### config.mk
export PLATFORM = sky130hd
export DESIGN_NAME = ooo_core_top
export DESIGN_NICKNAME = d
export VERILOG_FILES = /design/src/ooo_core_pkg.sv /design/src/issue_if.sv /design/src/writeback_if.sv /design/src/exec_units.sv /design/src/instr_decoder.sv /design/src/ooo_core_top.sv /design/src/reorder_buffer.sv
export SDC_FILE = /design/constraint.sdc
export NUM_CORES = 2
export LEC_CHECK = 0
export BUFFER_PORTS_ARGS = -buffer_cell sky130_fd_sc_hd__buf_4
export CAP_MARGIN = 20
export CORE_AREA = 2 2 408 410
export DETAILED_ROUTE_END_ITERATION = 7
export DIE_AREA = 0 0 410 412
export HOLD_SLACK_MARGIN = 0.06
export MAX_ROUTING_LAYER = met4
export PLACE_DENSITY = 0.82
export SETUP_SLACK_MARGIN = 0.1
export SLEW_MARGIN = 20
export SYNTH_ARGS = -nofsm -noshare
export SYNTH_HDL_FRONTEND = slang
export SYNTH_SLANG_ARGS = --single-unit
export TNS_END_PERCENT = 50
### constraint.sdc
create_clock -name clk -period 11.8 [get_ports clk]
set_input_delay 2.36 -clock clk [delete_from_list [all_inputs] [get_ports clk]]
set_output_delay 2.36 -clock clk [all_outputs]
set_load 0.1 [all_outputs]
### src/ooo_core_pkg.sv
package ooo_core_pkg;

    parameter int xlen = 32;

    typedef logic [4:0]      reg_idx_t;
    typedef logic [xlen-1:0] xword_t;

    // pass_b forwards operand b untouched, used by lui
    typedef enum logic [3:0] {
        add,
        sub,
        sll,
        slt,
        sltu,
        xor_op,
        srl,
        sra,
        or_op,
        and_op,
        pass_b
    } alu_op_e;

    typedef enum logic {
        unit_alu,
        unit_mul
    } unit_e;

    // RV32 major opcodes
    parameter logic [6:0] opc_op     = 7'b0110011;
    parameter logic [6:0] opc_op_imm = 7'b0010011;
    parameter logic [6:0] opc_lui    = 7'b0110111;

    parameter logic [6:0] funct7_alt    = 7'b0100000; // sub, sra, srai
    parameter logic [6:0] funct7_muldiv = 7'b0000001; // M extension

endpackage

### src/issue_if.sv
`timescale 1ns/1ps

interface issue_if #(
    parameter int rob_depth = 8
);
    import ooo_core_pkg::*;

    localparam int tag_w = $clog2(rob_depth);

    logic             valid;  // one-cycle strobe per operation
    unit_e            unit;
    alu_op_e          alu_op;
    xword_t           op_a;
    xword_t           op_b;
    logic [tag_w-1:0] tag;
    reg_idx_t         rd;

    modport decoder (
        output valid, unit, alu_op, op_a, op_b, tag, rd
    );

    modport units (
        input valid, unit, alu_op, op_a, op_b, tag
    );

    // rob only needs enough to open an entry
    modport rob (
        input valid, tag, rd
    );

endinterface

### src/writeback_if.sv
`timescale 1ns/1ps

interface writeback_if #(
    parameter int rob_depth = 8
);
    import ooo_core_pkg::*;

    localparam int tag_w = $clog2(rob_depth);

    logic             alu_done;
    logic [tag_w-1:0] alu_tag;
    xword_t           alu_data;
    logic             mul_done; // may coincide with alu_done
    logic [tag_w-1:0] mul_tag;
    xword_t           mul_data;

    modport units (
        output alu_done, alu_tag, alu_data, mul_done, mul_tag, mul_data
    );

    modport rob (
        input alu_done, alu_tag, alu_data, mul_done, mul_tag, mul_data
    );

endinterface

### src/exec_units.sv
`timescale 1ns/1ps

module exec_units #(
    parameter int rob_depth  = 8,
    parameter int mul_stages = 3
) (
    input  logic       clk,
    input  logic       rst_n,
    issue_if.units     iss,
    writeback_if.units wb
);
    import ooo_core_pkg::*;

    localparam int tag_w = $clog2(rob_depth);

    logic       alu_start, mul_start;
    logic [4:0] shamt;
    xword_t     alu_res;

    logic [mul_stages-1:0] mul_vld;
    xword_t                mul_prod [mul_stages];
    logic [tag_w-1:0]      mul_tag  [mul_stages];

    assign alu_start = iss.valid && (iss.unit == unit_alu);
    assign mul_start = iss.valid && (iss.unit == unit_mul);
    assign shamt     = iss.op_b[4:0];

    always_comb begin
        case (iss.alu_op)
            add:     alu_res = iss.op_a + iss.op_b;
            sub:     alu_res = iss.op_a - iss.op_b;
            sll:     alu_res = iss.op_a << shamt;
            slt:     alu_res = xword_t'($signed(iss.op_a) < $signed(iss.op_b));
            sltu:    alu_res = xword_t'(iss.op_a < iss.op_b);
            xor_op:  alu_res = iss.op_a ^ iss.op_b;
            srl:     alu_res = iss.op_a >> shamt;
            sra:     alu_res = xword_t'($signed(iss.op_a) >>> shamt);
            or_op:   alu_res = iss.op_a | iss.op_b;
            and_op:  alu_res = iss.op_a & iss.op_b;
            pass_b:  alu_res = iss.op_b;
            default: alu_res = '0;
        endcase
    end

    always_ff @(posedge clk or negedge rst_n) begin
        if (!rst_n) begin
            wb.alu_done <= 1'b0;
        end else begin
            wb.alu_done <= alu_start;
        end
    end

    always_ff @(posedge clk) begin
        if (alu_start) begin
            wb.alu_tag  <= iss.tag;
            wb.alu_data <= alu_res;
        end
    end

    // multiply shift pipe, one new op per cycle
    always_ff @(posedge clk or negedge rst_n) begin
        if (!rst_n) begin
            mul_vld <= '0;
        end else begin
            mul_vld[0] <= mul_start;
            for (int i = 1; i < mul_stages; i++) begin
                mul_vld[i] <= mul_vld[i-1];
            end
        end
    end

    always_ff @(posedge clk) begin
        if (mul_start) begin
            mul_prod[0] <= iss.op_a * iss.op_b; // low half only
            mul_tag[0]  <= iss.tag;
        end
        for (int i = 1; i < mul_stages; i++) begin
            mul_prod[i] <= mul_prod[i-1];
            mul_tag[i]  <= mul_tag[i-1];
        end
    end

    assign wb.mul_done = mul_vld[mul_stages-1];
    assign wb.mul_tag  = mul_tag[mul_stages-1];
    assign wb.mul_data = mul_prod[mul_stages-1];

endmodule

### src/instr_decoder.sv
`timescale 1ns/1ps

module instr_decoder #(
    parameter int rob_depth = 8
) (
    input  logic                         clk,
    input  logic                         rst_n,
    input  logic                         instr_valid,
    input  logic [31:0]                  instr,
    input  logic [$clog2(rob_depth)-1:0] alloc_tag,
    input  logic                         rob_full,
    input  logic                         commit_valid,
    input  logic [$clog2(rob_depth)-1:0] commit_tag,
    input  ooo_core_pkg::reg_idx_t       commit_rd,
    input  ooo_core_pkg::xword_t         commit_data,
    output logic                         issue_stall,
    issue_if.decoder                     iss
);
    import ooo_core_pkg::*;

    localparam int tag_w = $clog2(rob_depth);

    typedef enum logic [1:0] {src_reg, src_imm, src_upper} opb_sel_e;

    logic [6:0] opcode;
    logic [2:0] funct3;
    logic [6:0] funct7;
    reg_idx_t   rs1, rs2, rd_idx;
    xword_t     imm_i, imm_u;
    xword_t     rs1_val, rs2_val;

    logic     dec_ok, use_rs1, use_rs2, hazard, accept;
    unit_e    dec_unit;
    alu_op_e  dec_op;
    opb_sel_e opb_sel;

    xword_t           rf [1:31]; // x0 is hardwired
    logic [31:0]      pending;
    logic [tag_w-1:0] writer [32];

    function automatic alu_op_e base_op(input logic [2:0] f3);
        case (f3)
            3'b000:  return add;
            3'b001:  return sll;
            3'b010:  return slt;
            3'b011:  return sltu;
            3'b100:  return xor_op;
            3'b101:  return srl;
            3'b110:  return or_op;
            default: return and_op;
        endcase
    endfunction

    assign opcode = instr[6:0];
    assign rd_idx = instr[11:7];
    assign funct3 = instr[14:12];
    assign rs1    = instr[19:15];
    assign rs2    = instr[24:20];
    assign funct7 = instr[31:25];
    assign imm_i  = {{20{instr[31]}}, instr[31:20]};
    assign imm_u  = {instr[31:12], 12'b0};

    always_comb begin
        dec_ok   = 1'b0;
        dec_unit = unit_alu;
        dec_op   = base_op(funct3);
        opb_sel  = src_reg;
        use_rs1  = 1'b0;
        use_rs2  = 1'b0;
        case (opcode)
            opc_op: begin
                use_rs1 = 1'b1;
                use_rs2 = 1'b1;
                if (funct7 == funct7_muldiv) begin
                    dec_unit = unit_mul;
                    dec_ok   = (funct3 == 3'b000); // only mul, no mulh/div
                end else if (funct7 == funct7_alt) begin
                    dec_op = (funct3 == 3'b000) ? sub : sra;
                    dec_ok = (funct3 == 3'b000) || (funct3 == 3'b101);
                end else begin
                    dec_ok = (funct7 == 7'b0);
                end
            end
            opc_op_imm: begin
                use_rs1 = 1'b1;
                opb_sel = src_imm;
                dec_ok  = 1'b1;
                if (funct3 == 3'b001) begin
                    dec_ok = (funct7 == 7'b0);
                end else if (funct3 == 3'b101) begin
                    dec_op = (funct7 == funct7_alt) ? sra : srl;
                    dec_ok = (funct7 == 7'b0) || (funct7 == funct7_alt);
                end
            end
            opc_lui: begin
                dec_ok  = 1'b1;
                dec_op  = pass_b;
                opb_sel = src_upper;
            end
            default: dec_ok = 1'b0; // dropped silently
        endcase
    end

    // wait for sources to be committed, no bypass network
    assign hazard = dec_ok && ((use_rs1 && pending[rs1]) || (use_rs2 && pending[rs2]));
    assign issue_stall = rob_full || (instr_valid && hazard);
    assign accept      = instr_valid && !issue_stall;

    assign rs1_val = (rs1 == '0) ? '0 : rf[rs1];
    assign rs2_val = (rs2 == '0) ? '0 : rf[rs2];

    always_ff @(posedge clk) begin
        if (commit_valid && commit_rd != '0) begin
            rf[commit_rd] <= commit_data;
        end
    end

    always_ff @(posedge clk or negedge rst_n) begin
        if (!rst_n) begin
            pending <= '0;
        end else begin
            if (commit_valid && writer[commit_rd] == commit_tag) begin
                pending[commit_rd] <= 1'b0;
            end
            // a new writer of the same register wins over the clear
            if (accept && dec_ok && rd_idx != '0) begin
                pending[rd_idx] <= 1'b1;
            end
        end
    end

    always_ff @(posedge clk) begin
        if (accept && dec_ok && rd_idx != '0) begin
            writer[rd_idx] <= alloc_tag;
        end
    end

    always_ff @(posedge clk or negedge rst_n) begin
        if (!rst_n) begin
            iss.valid <= 1'b0;
        end else begin
            iss.valid <= accept && dec_ok;
        end
    end

    always_ff @(posedge clk) begin
        if (accept) begin
            iss.unit   <= dec_unit;
            iss.alu_op <= dec_op;
            iss.op_a   <= rs1_val;
            iss.op_b   <= (opb_sel == src_reg) ? rs2_val :
                          (opb_sel == src_imm) ? imm_i : imm_u;
            iss.tag    <= alloc_tag;
            iss.rd     <= rd_idx;
        end
    end

endmodule

### src/ooo_core_top.sv
`timescale 1ns/1ps

module ooo_core_top #(
    parameter int rob_depth  = 8,
    parameter int mul_stages = 3
) (
    input  logic                   clk,
    input  logic                   rst_n,
    input  logic                   instr_valid,
    input  logic [31:0]            instr,
    output logic                   issue_stall,
    output logic                   commit_valid,
    output ooo_core_pkg::reg_idx_t commit_rd,
    output ooo_core_pkg::xword_t   commit_data
);

    logic [$clog2(rob_depth)-1:0] alloc_tag;
    logic [$clog2(rob_depth)-1:0] commit_tag;
    logic                         rob_full;

    issue_if     #(.rob_depth(rob_depth)) u_iss ();
    writeback_if #(.rob_depth(rob_depth)) u_wb ();

    instr_decoder #(.rob_depth(rob_depth)) u_instr_decoder (
        .clk          (clk),
        .rst_n        (rst_n),
        .instr_valid  (instr_valid),
        .instr        (instr),
        .alloc_tag    (alloc_tag),
        .rob_full     (rob_full),
        .commit_valid (commit_valid),
        .commit_tag   (commit_tag),
        .commit_rd    (commit_rd),
        .commit_data  (commit_data),
        .issue_stall  (issue_stall),
        .iss          (u_iss.decoder)
    );

    exec_units #(
        .rob_depth  (rob_depth),
        .mul_stages (mul_stages)
    ) u_exec_units (
        .clk   (clk),
        .rst_n (rst_n),
        .iss   (u_iss.units),
        .wb    (u_wb.units)
    );

    reorder_buffer #(.rob_depth(rob_depth)) u_reorder_buffer (
        .clk          (clk),
        .rst_n        (rst_n),
        .iss          (u_iss.rob),
        .wb           (u_wb.rob),
        .alloc_tag    (alloc_tag),
        .rob_full     (rob_full),
        .commit_valid (commit_valid),
        .commit_tag   (commit_tag),
        .commit_rd    (commit_rd),
        .commit_data  (commit_data)
    );

endmodule

### src/reorder_buffer.sv
`timescale 1ns/1ps

module reorder_buffer #(
    parameter int rob_depth = 8
) (
    input  logic                         clk,
    input  logic                         rst_n,
    issue_if.rob                         iss,
    writeback_if.rob                     wb,
    output logic [$clog2(rob_depth)-1:0] alloc_tag,
    output logic                         rob_full,
    output logic                         commit_valid,
    output logic [$clog2(rob_depth)-1:0] commit_tag,
    output ooo_core_pkg::reg_idx_t       commit_rd,
    output ooo_core_pkg::xword_t         commit_data
);
    import ooo_core_pkg::*;

    localparam int tag_w = $clog2(rob_depth);
    localparam int cnt_w = tag_w + 1;

    logic [rob_depth-1:0] ent_done;
    reg_idx_t             ent_rd   [rob_depth];
    xword_t               ent_data [rob_depth];

    logic [tag_w-1:0] head, tail;
    logic [cnt_w-1:0] count;

    logic   alu_hit, mul_hit, retire;
    xword_t head_data;

    // the entry opened by a strobe in flight is already taken
    assign alloc_tag = tail + tag_w'(iss.valid);
    assign rob_full  = (int'(count) + int'(iss.valid)) >= rob_depth;

    // head may retire in the same cycle its result arrives
    assign alu_hit   = wb.alu_done && (wb.alu_tag == head);
    assign mul_hit   = wb.mul_done && (wb.mul_tag == head);
    assign retire    = (count != '0) && (ent_done[head] || alu_hit || mul_hit);
    assign head_data = alu_hit ? wb.alu_data :
                       mul_hit ? wb.mul_data : ent_data[head];

    always_ff @(posedge clk or negedge rst_n) begin
        if (!rst_n) begin
            ent_done <= '0;
            head     <= '0;
            tail     <= '0;
            count    <= '0;
        end else begin
            if (wb.alu_done) ent_done[wb.alu_tag] <= 1'b1;
            if (wb.mul_done) ent_done[wb.mul_tag] <= 1'b1;
            if (iss.valid) begin
                ent_done[tail] <= 1'b0;
                tail           <= tail + 1'b1;
            end
            if (retire) begin
                ent_done[head] <= 1'b0;
                head           <= head + 1'b1;
            end
            count <= count + cnt_w'(iss.valid) - cnt_w'(retire);
        end
    end

    always_ff @(posedge clk) begin
        if (iss.valid) ent_rd[tail] <= iss.rd;
        if (wb.alu_done) ent_data[wb.alu_tag] <= wb.alu_data;
        if (wb.mul_done) ent_data[wb.mul_tag] <= wb.mul_data;
    end

    always_ff @(posedge clk or negedge rst_n) begin
        if (!rst_n) begin
            commit_valid <= 1'b0;
        end else begin
            commit_valid <= retire;
        end
    end

    always_ff @(posedge clk) begin
        if (retire) begin
            commit_tag  <= head;
            commit_rd   <= ent_rd[head];
            commit_data <= head_data;
        end
    end

endmodule

==> run summary <==
Port Buffers: 73
Wire length per cell: 35.9 um
Pins over their slew limit: 0
Worst hold path type: flip-flop to flip-flop
First-pass GRT wire length: 480,000 um
Status: finished, final reports clean
DP HPWL: 206,000 um
Setup TNS: 0 ns
Clock Skew: 0.0443 ns
Fin cells: 9,334
Synth Area in Adders: 0.113
Final setup fails: 0
Nets: 7,657
Reg2Reg Setup Slack: 2.92 ns
Post-synth EDFFs: 1,571
Main combinational cell family by area after synthesis: multiplexers
GPL Wtd Cong: 1.07
Critical Path Sink Type: flip-flop
Post-Syn Area: 98,300 um^2
Min Hold Slack: 0.314 ns
CTS Hold Bufs: 0
Setup Crit Path Kind: flip-flop to flip-flop
Synth warn: 0
Worst Tran Pin Value: 1.22 ns
CTS buffer count: 171
Die footprint: 169,000 um^2
Pre-Repair DR Iteration Count: 6
Synthesized area per cell: 14.0 um^2
Vias in the first global route: 68,400
Post-synthesis cell type count: 90
Period utilization: 0.753
CORE AREA: 164,000 um^2
Slew margin rel.: 0.182
Dpl cells: 8,989
CP Launch Type: flip-flop
Gates resized, CTS repair: 0
WL final: 335,000 um
Routed Antenna Nets: 0
Vias after detailed routing: 68,000
XOR/XNOR Fraction of Synth Area: 0.00936
Slowest CP cell: inv_2
FF+latch count, synth: 1,697
Die H: 412 um
Fraction of synthesized area in multiplexers: 0.201
FMAX: 0.113 GHz
Post-Syn Instances: 7,015
Worst stage delay on the critical path: 0.58 ns
Crit-path max FO: 35
Initial antenna violation count: 28
Initial core utilization: 0.598
Gr usage total: 0.410
I/O pins: 74
RSZ-0062 raised after global routing: no
DR iter-0 viols: 10,800
H-tree depth: 4
Layout cell share with drive strength beyond 1: 0.218
Post-CTS setup buffer count: 0
Crit path required time: 12.39 ns
Clk_lat worst skew: 0.85 ns
Period minus WS final: 8.88 ns
CP arrival: 9.47 ns
# clock sinks: 1,697
Max_cap viols: 0
Final hold vios: 0
Async SR Flop Fraction: 0.0330
Deepest clock path buffer count: 3
CTS tree: built
Row Count: 149
Synth Area in Simple Gates: 0.0628
Compound-cell area share of the yosys netlist: 0.0658
CP top delay family: adder cells
Largest net degree at the start of global routing: 122
Number of remaining DRC errors: 0
Layout Area Growth over Synthesis: 9.10%
Most frequent CP cell: fa_1
Dominant synthesized flop cell: edfxtp_1
Via density per instance: 7.28
CTS root buf: clkbuf_16
Critical path buffer and inverter count: 7
GRT overflow: 0
Chip Width: 410 um
Clock-pin slew on the worst setup and hold paths: 0.06 ns
Register area share after synthesis: 0.509
-- sequential cells by signal, indices dropped and copies added, names as in the netlist, 4 cells and up --
name	flops
u_reorder_buffer.ent_data	256
u_instr_decoder.iss.rd	5
u_reorder_buffer.count	4
u_instr_decoder.writer	96
u_exec_units.mul_tag	9
u_exec_units.wb.alu_data	32
u_reorder_buffer.commit_rd	5
u_instr_decoder.iss.op_b	32
u_instr_decoder.iss.alu_op	4
u_instr_decoder.rf	992
u_instr_decoder.iss.op_a	32
u_reorder_buffer.ent_done	8
u_reorder_buffer.ent_rd	40
u_exec_units.mul_prod	96
u_instr_decoder.pending	32
u_reorder_buffer.commit_data	32
-- synthesized netlist by cell type (16+ instances only) --
master,count,share of area
buf_1,59,0.0023
mux4_2,620,0.14
o211ai_1,35,0.0027
a211oi_1,21,0.0016
dfrtp_1,56,0.014
a22oi_1,33,0.0025
and2_1,22,0.0014
ha_1,233,0.030
fa_1,411,0.084
a221oi_1,85,0.0076
and3_1,30,0.0019
o31ai_1,16,0.0012
nor2b_1,30,0.0019
o21ai_0,291,0.015
nor2_1,563,0.022
o221ai_1,49,0.0044
nand3_1,73,0.0037
inv_1,481,0.018
nor3_1,78,0.0040
o21bai_1,17,0.0013
a21o_1,38,0.0029
xor2_1,29,0.0026
buf_2,65,0.0033
clkbuf_1,347,0.013
mux2_2,318,0.036
nand2_1,501,0.019
dfxtp_1,70,0.014
a21oi_1,236,0.012
nand2b_1,57,0.0036
edfxtp_1,1571,0.48
xnor2_1,76,0.0068
mux2i_1,220,0.022
o22ai_1,31,0.0020
-- cells by family (layout without fill, tap and decap cells) --
family	Yosys count	count (layout)
flops	1697	1697
simple gates	1430	1430
mux	1158	1158
compound gates	995	995
buf+inv	985	1082
fa+ha+maj	644	644
xor+xnor	105	105
other cells	1	34
-- metal layers --
metal	up-vias	routed length, um	global-route usage
met5	-	0	-
met4	0	26200	0.257
met3	1512	48400	0.130
met2	6035	149000	0.592
met1	34100	111000	0.505
li1	26400	-	-
-- through the flow --
stage | util | cell area, um^2 | setup WS [ns]
finish | 0.653 | 107000 | 2.92
global route | 0.653 | 107000 | 2.56
CTS | 0.652 | 107000 | 3.10
detailed placement | 0.618 | 102000 | 3.10
global placement | 0.618 | 102000 | 3.14
floorplan | - | 98300 | 3.01
-- path summary, 6_finish.rpt --
kind                                         startpoint                            to  depth (start not counted)
max                         u_instr_decoder.iss.op_b[2]  u_exec_units.mul_prod[0][31]                         27
min                        u_exec_units.mul_prod[0][51]  u_exec_units.mul_prod[0][83]                          0
max reg2reg                 u_instr_decoder.iss.op_b[2]  u_exec_units.mul_prod[0][31]                         27
min reg2reg                u_exec_units.mul_prod[0][51]  u_exec_units.mul_prod[0][83]                          0
max in group asynchronous                         rst_n      u_reorder_buffer.head[1]                          1
min in group asynchronous                         rst_n   u_instr_decoder.pending[20]                          1
-- layout make-up --
type                    instances  area (um^2)
diodes                         31         77.6
well taps                    2189         2740
flip-flops and latches       1697        50000
clock buffers                 219         4560
clock inverters                90          892
repair buffers                271         2160
inverters                     502         1890
fillers                     11100        57000
multi-input cells            4335        44900
-- layout by cell type, fill, tap and decap left out, drive strengths merged, types with 57 or more instances in the layout --
| cell type | n |
|---|---|
| mux2i | 220 |
| nand2 | 501 |
| clkinv | 77 |
| clkbuf | 219 |
| nor3 | 79 |
| nand2b | 57 |
| inv | 496 |
| mux2 | 318 |
| edfxtp | 1571 |
| nor2 | 563 |
| fa | 411 |
| xnor2 | 76 |
| ha | 233 |
| buf | 271 |
| a21oi | 237 |
| nand3 | 74 |
| a221oi | 85 |
| dfxtp | 70 |
| o21ai | 300 |
| mux4 | 620 |
Power is left out: the tool's default activity adds up to more than one toggle a clock period on the data nets, which glitch-free logic cannot reach.
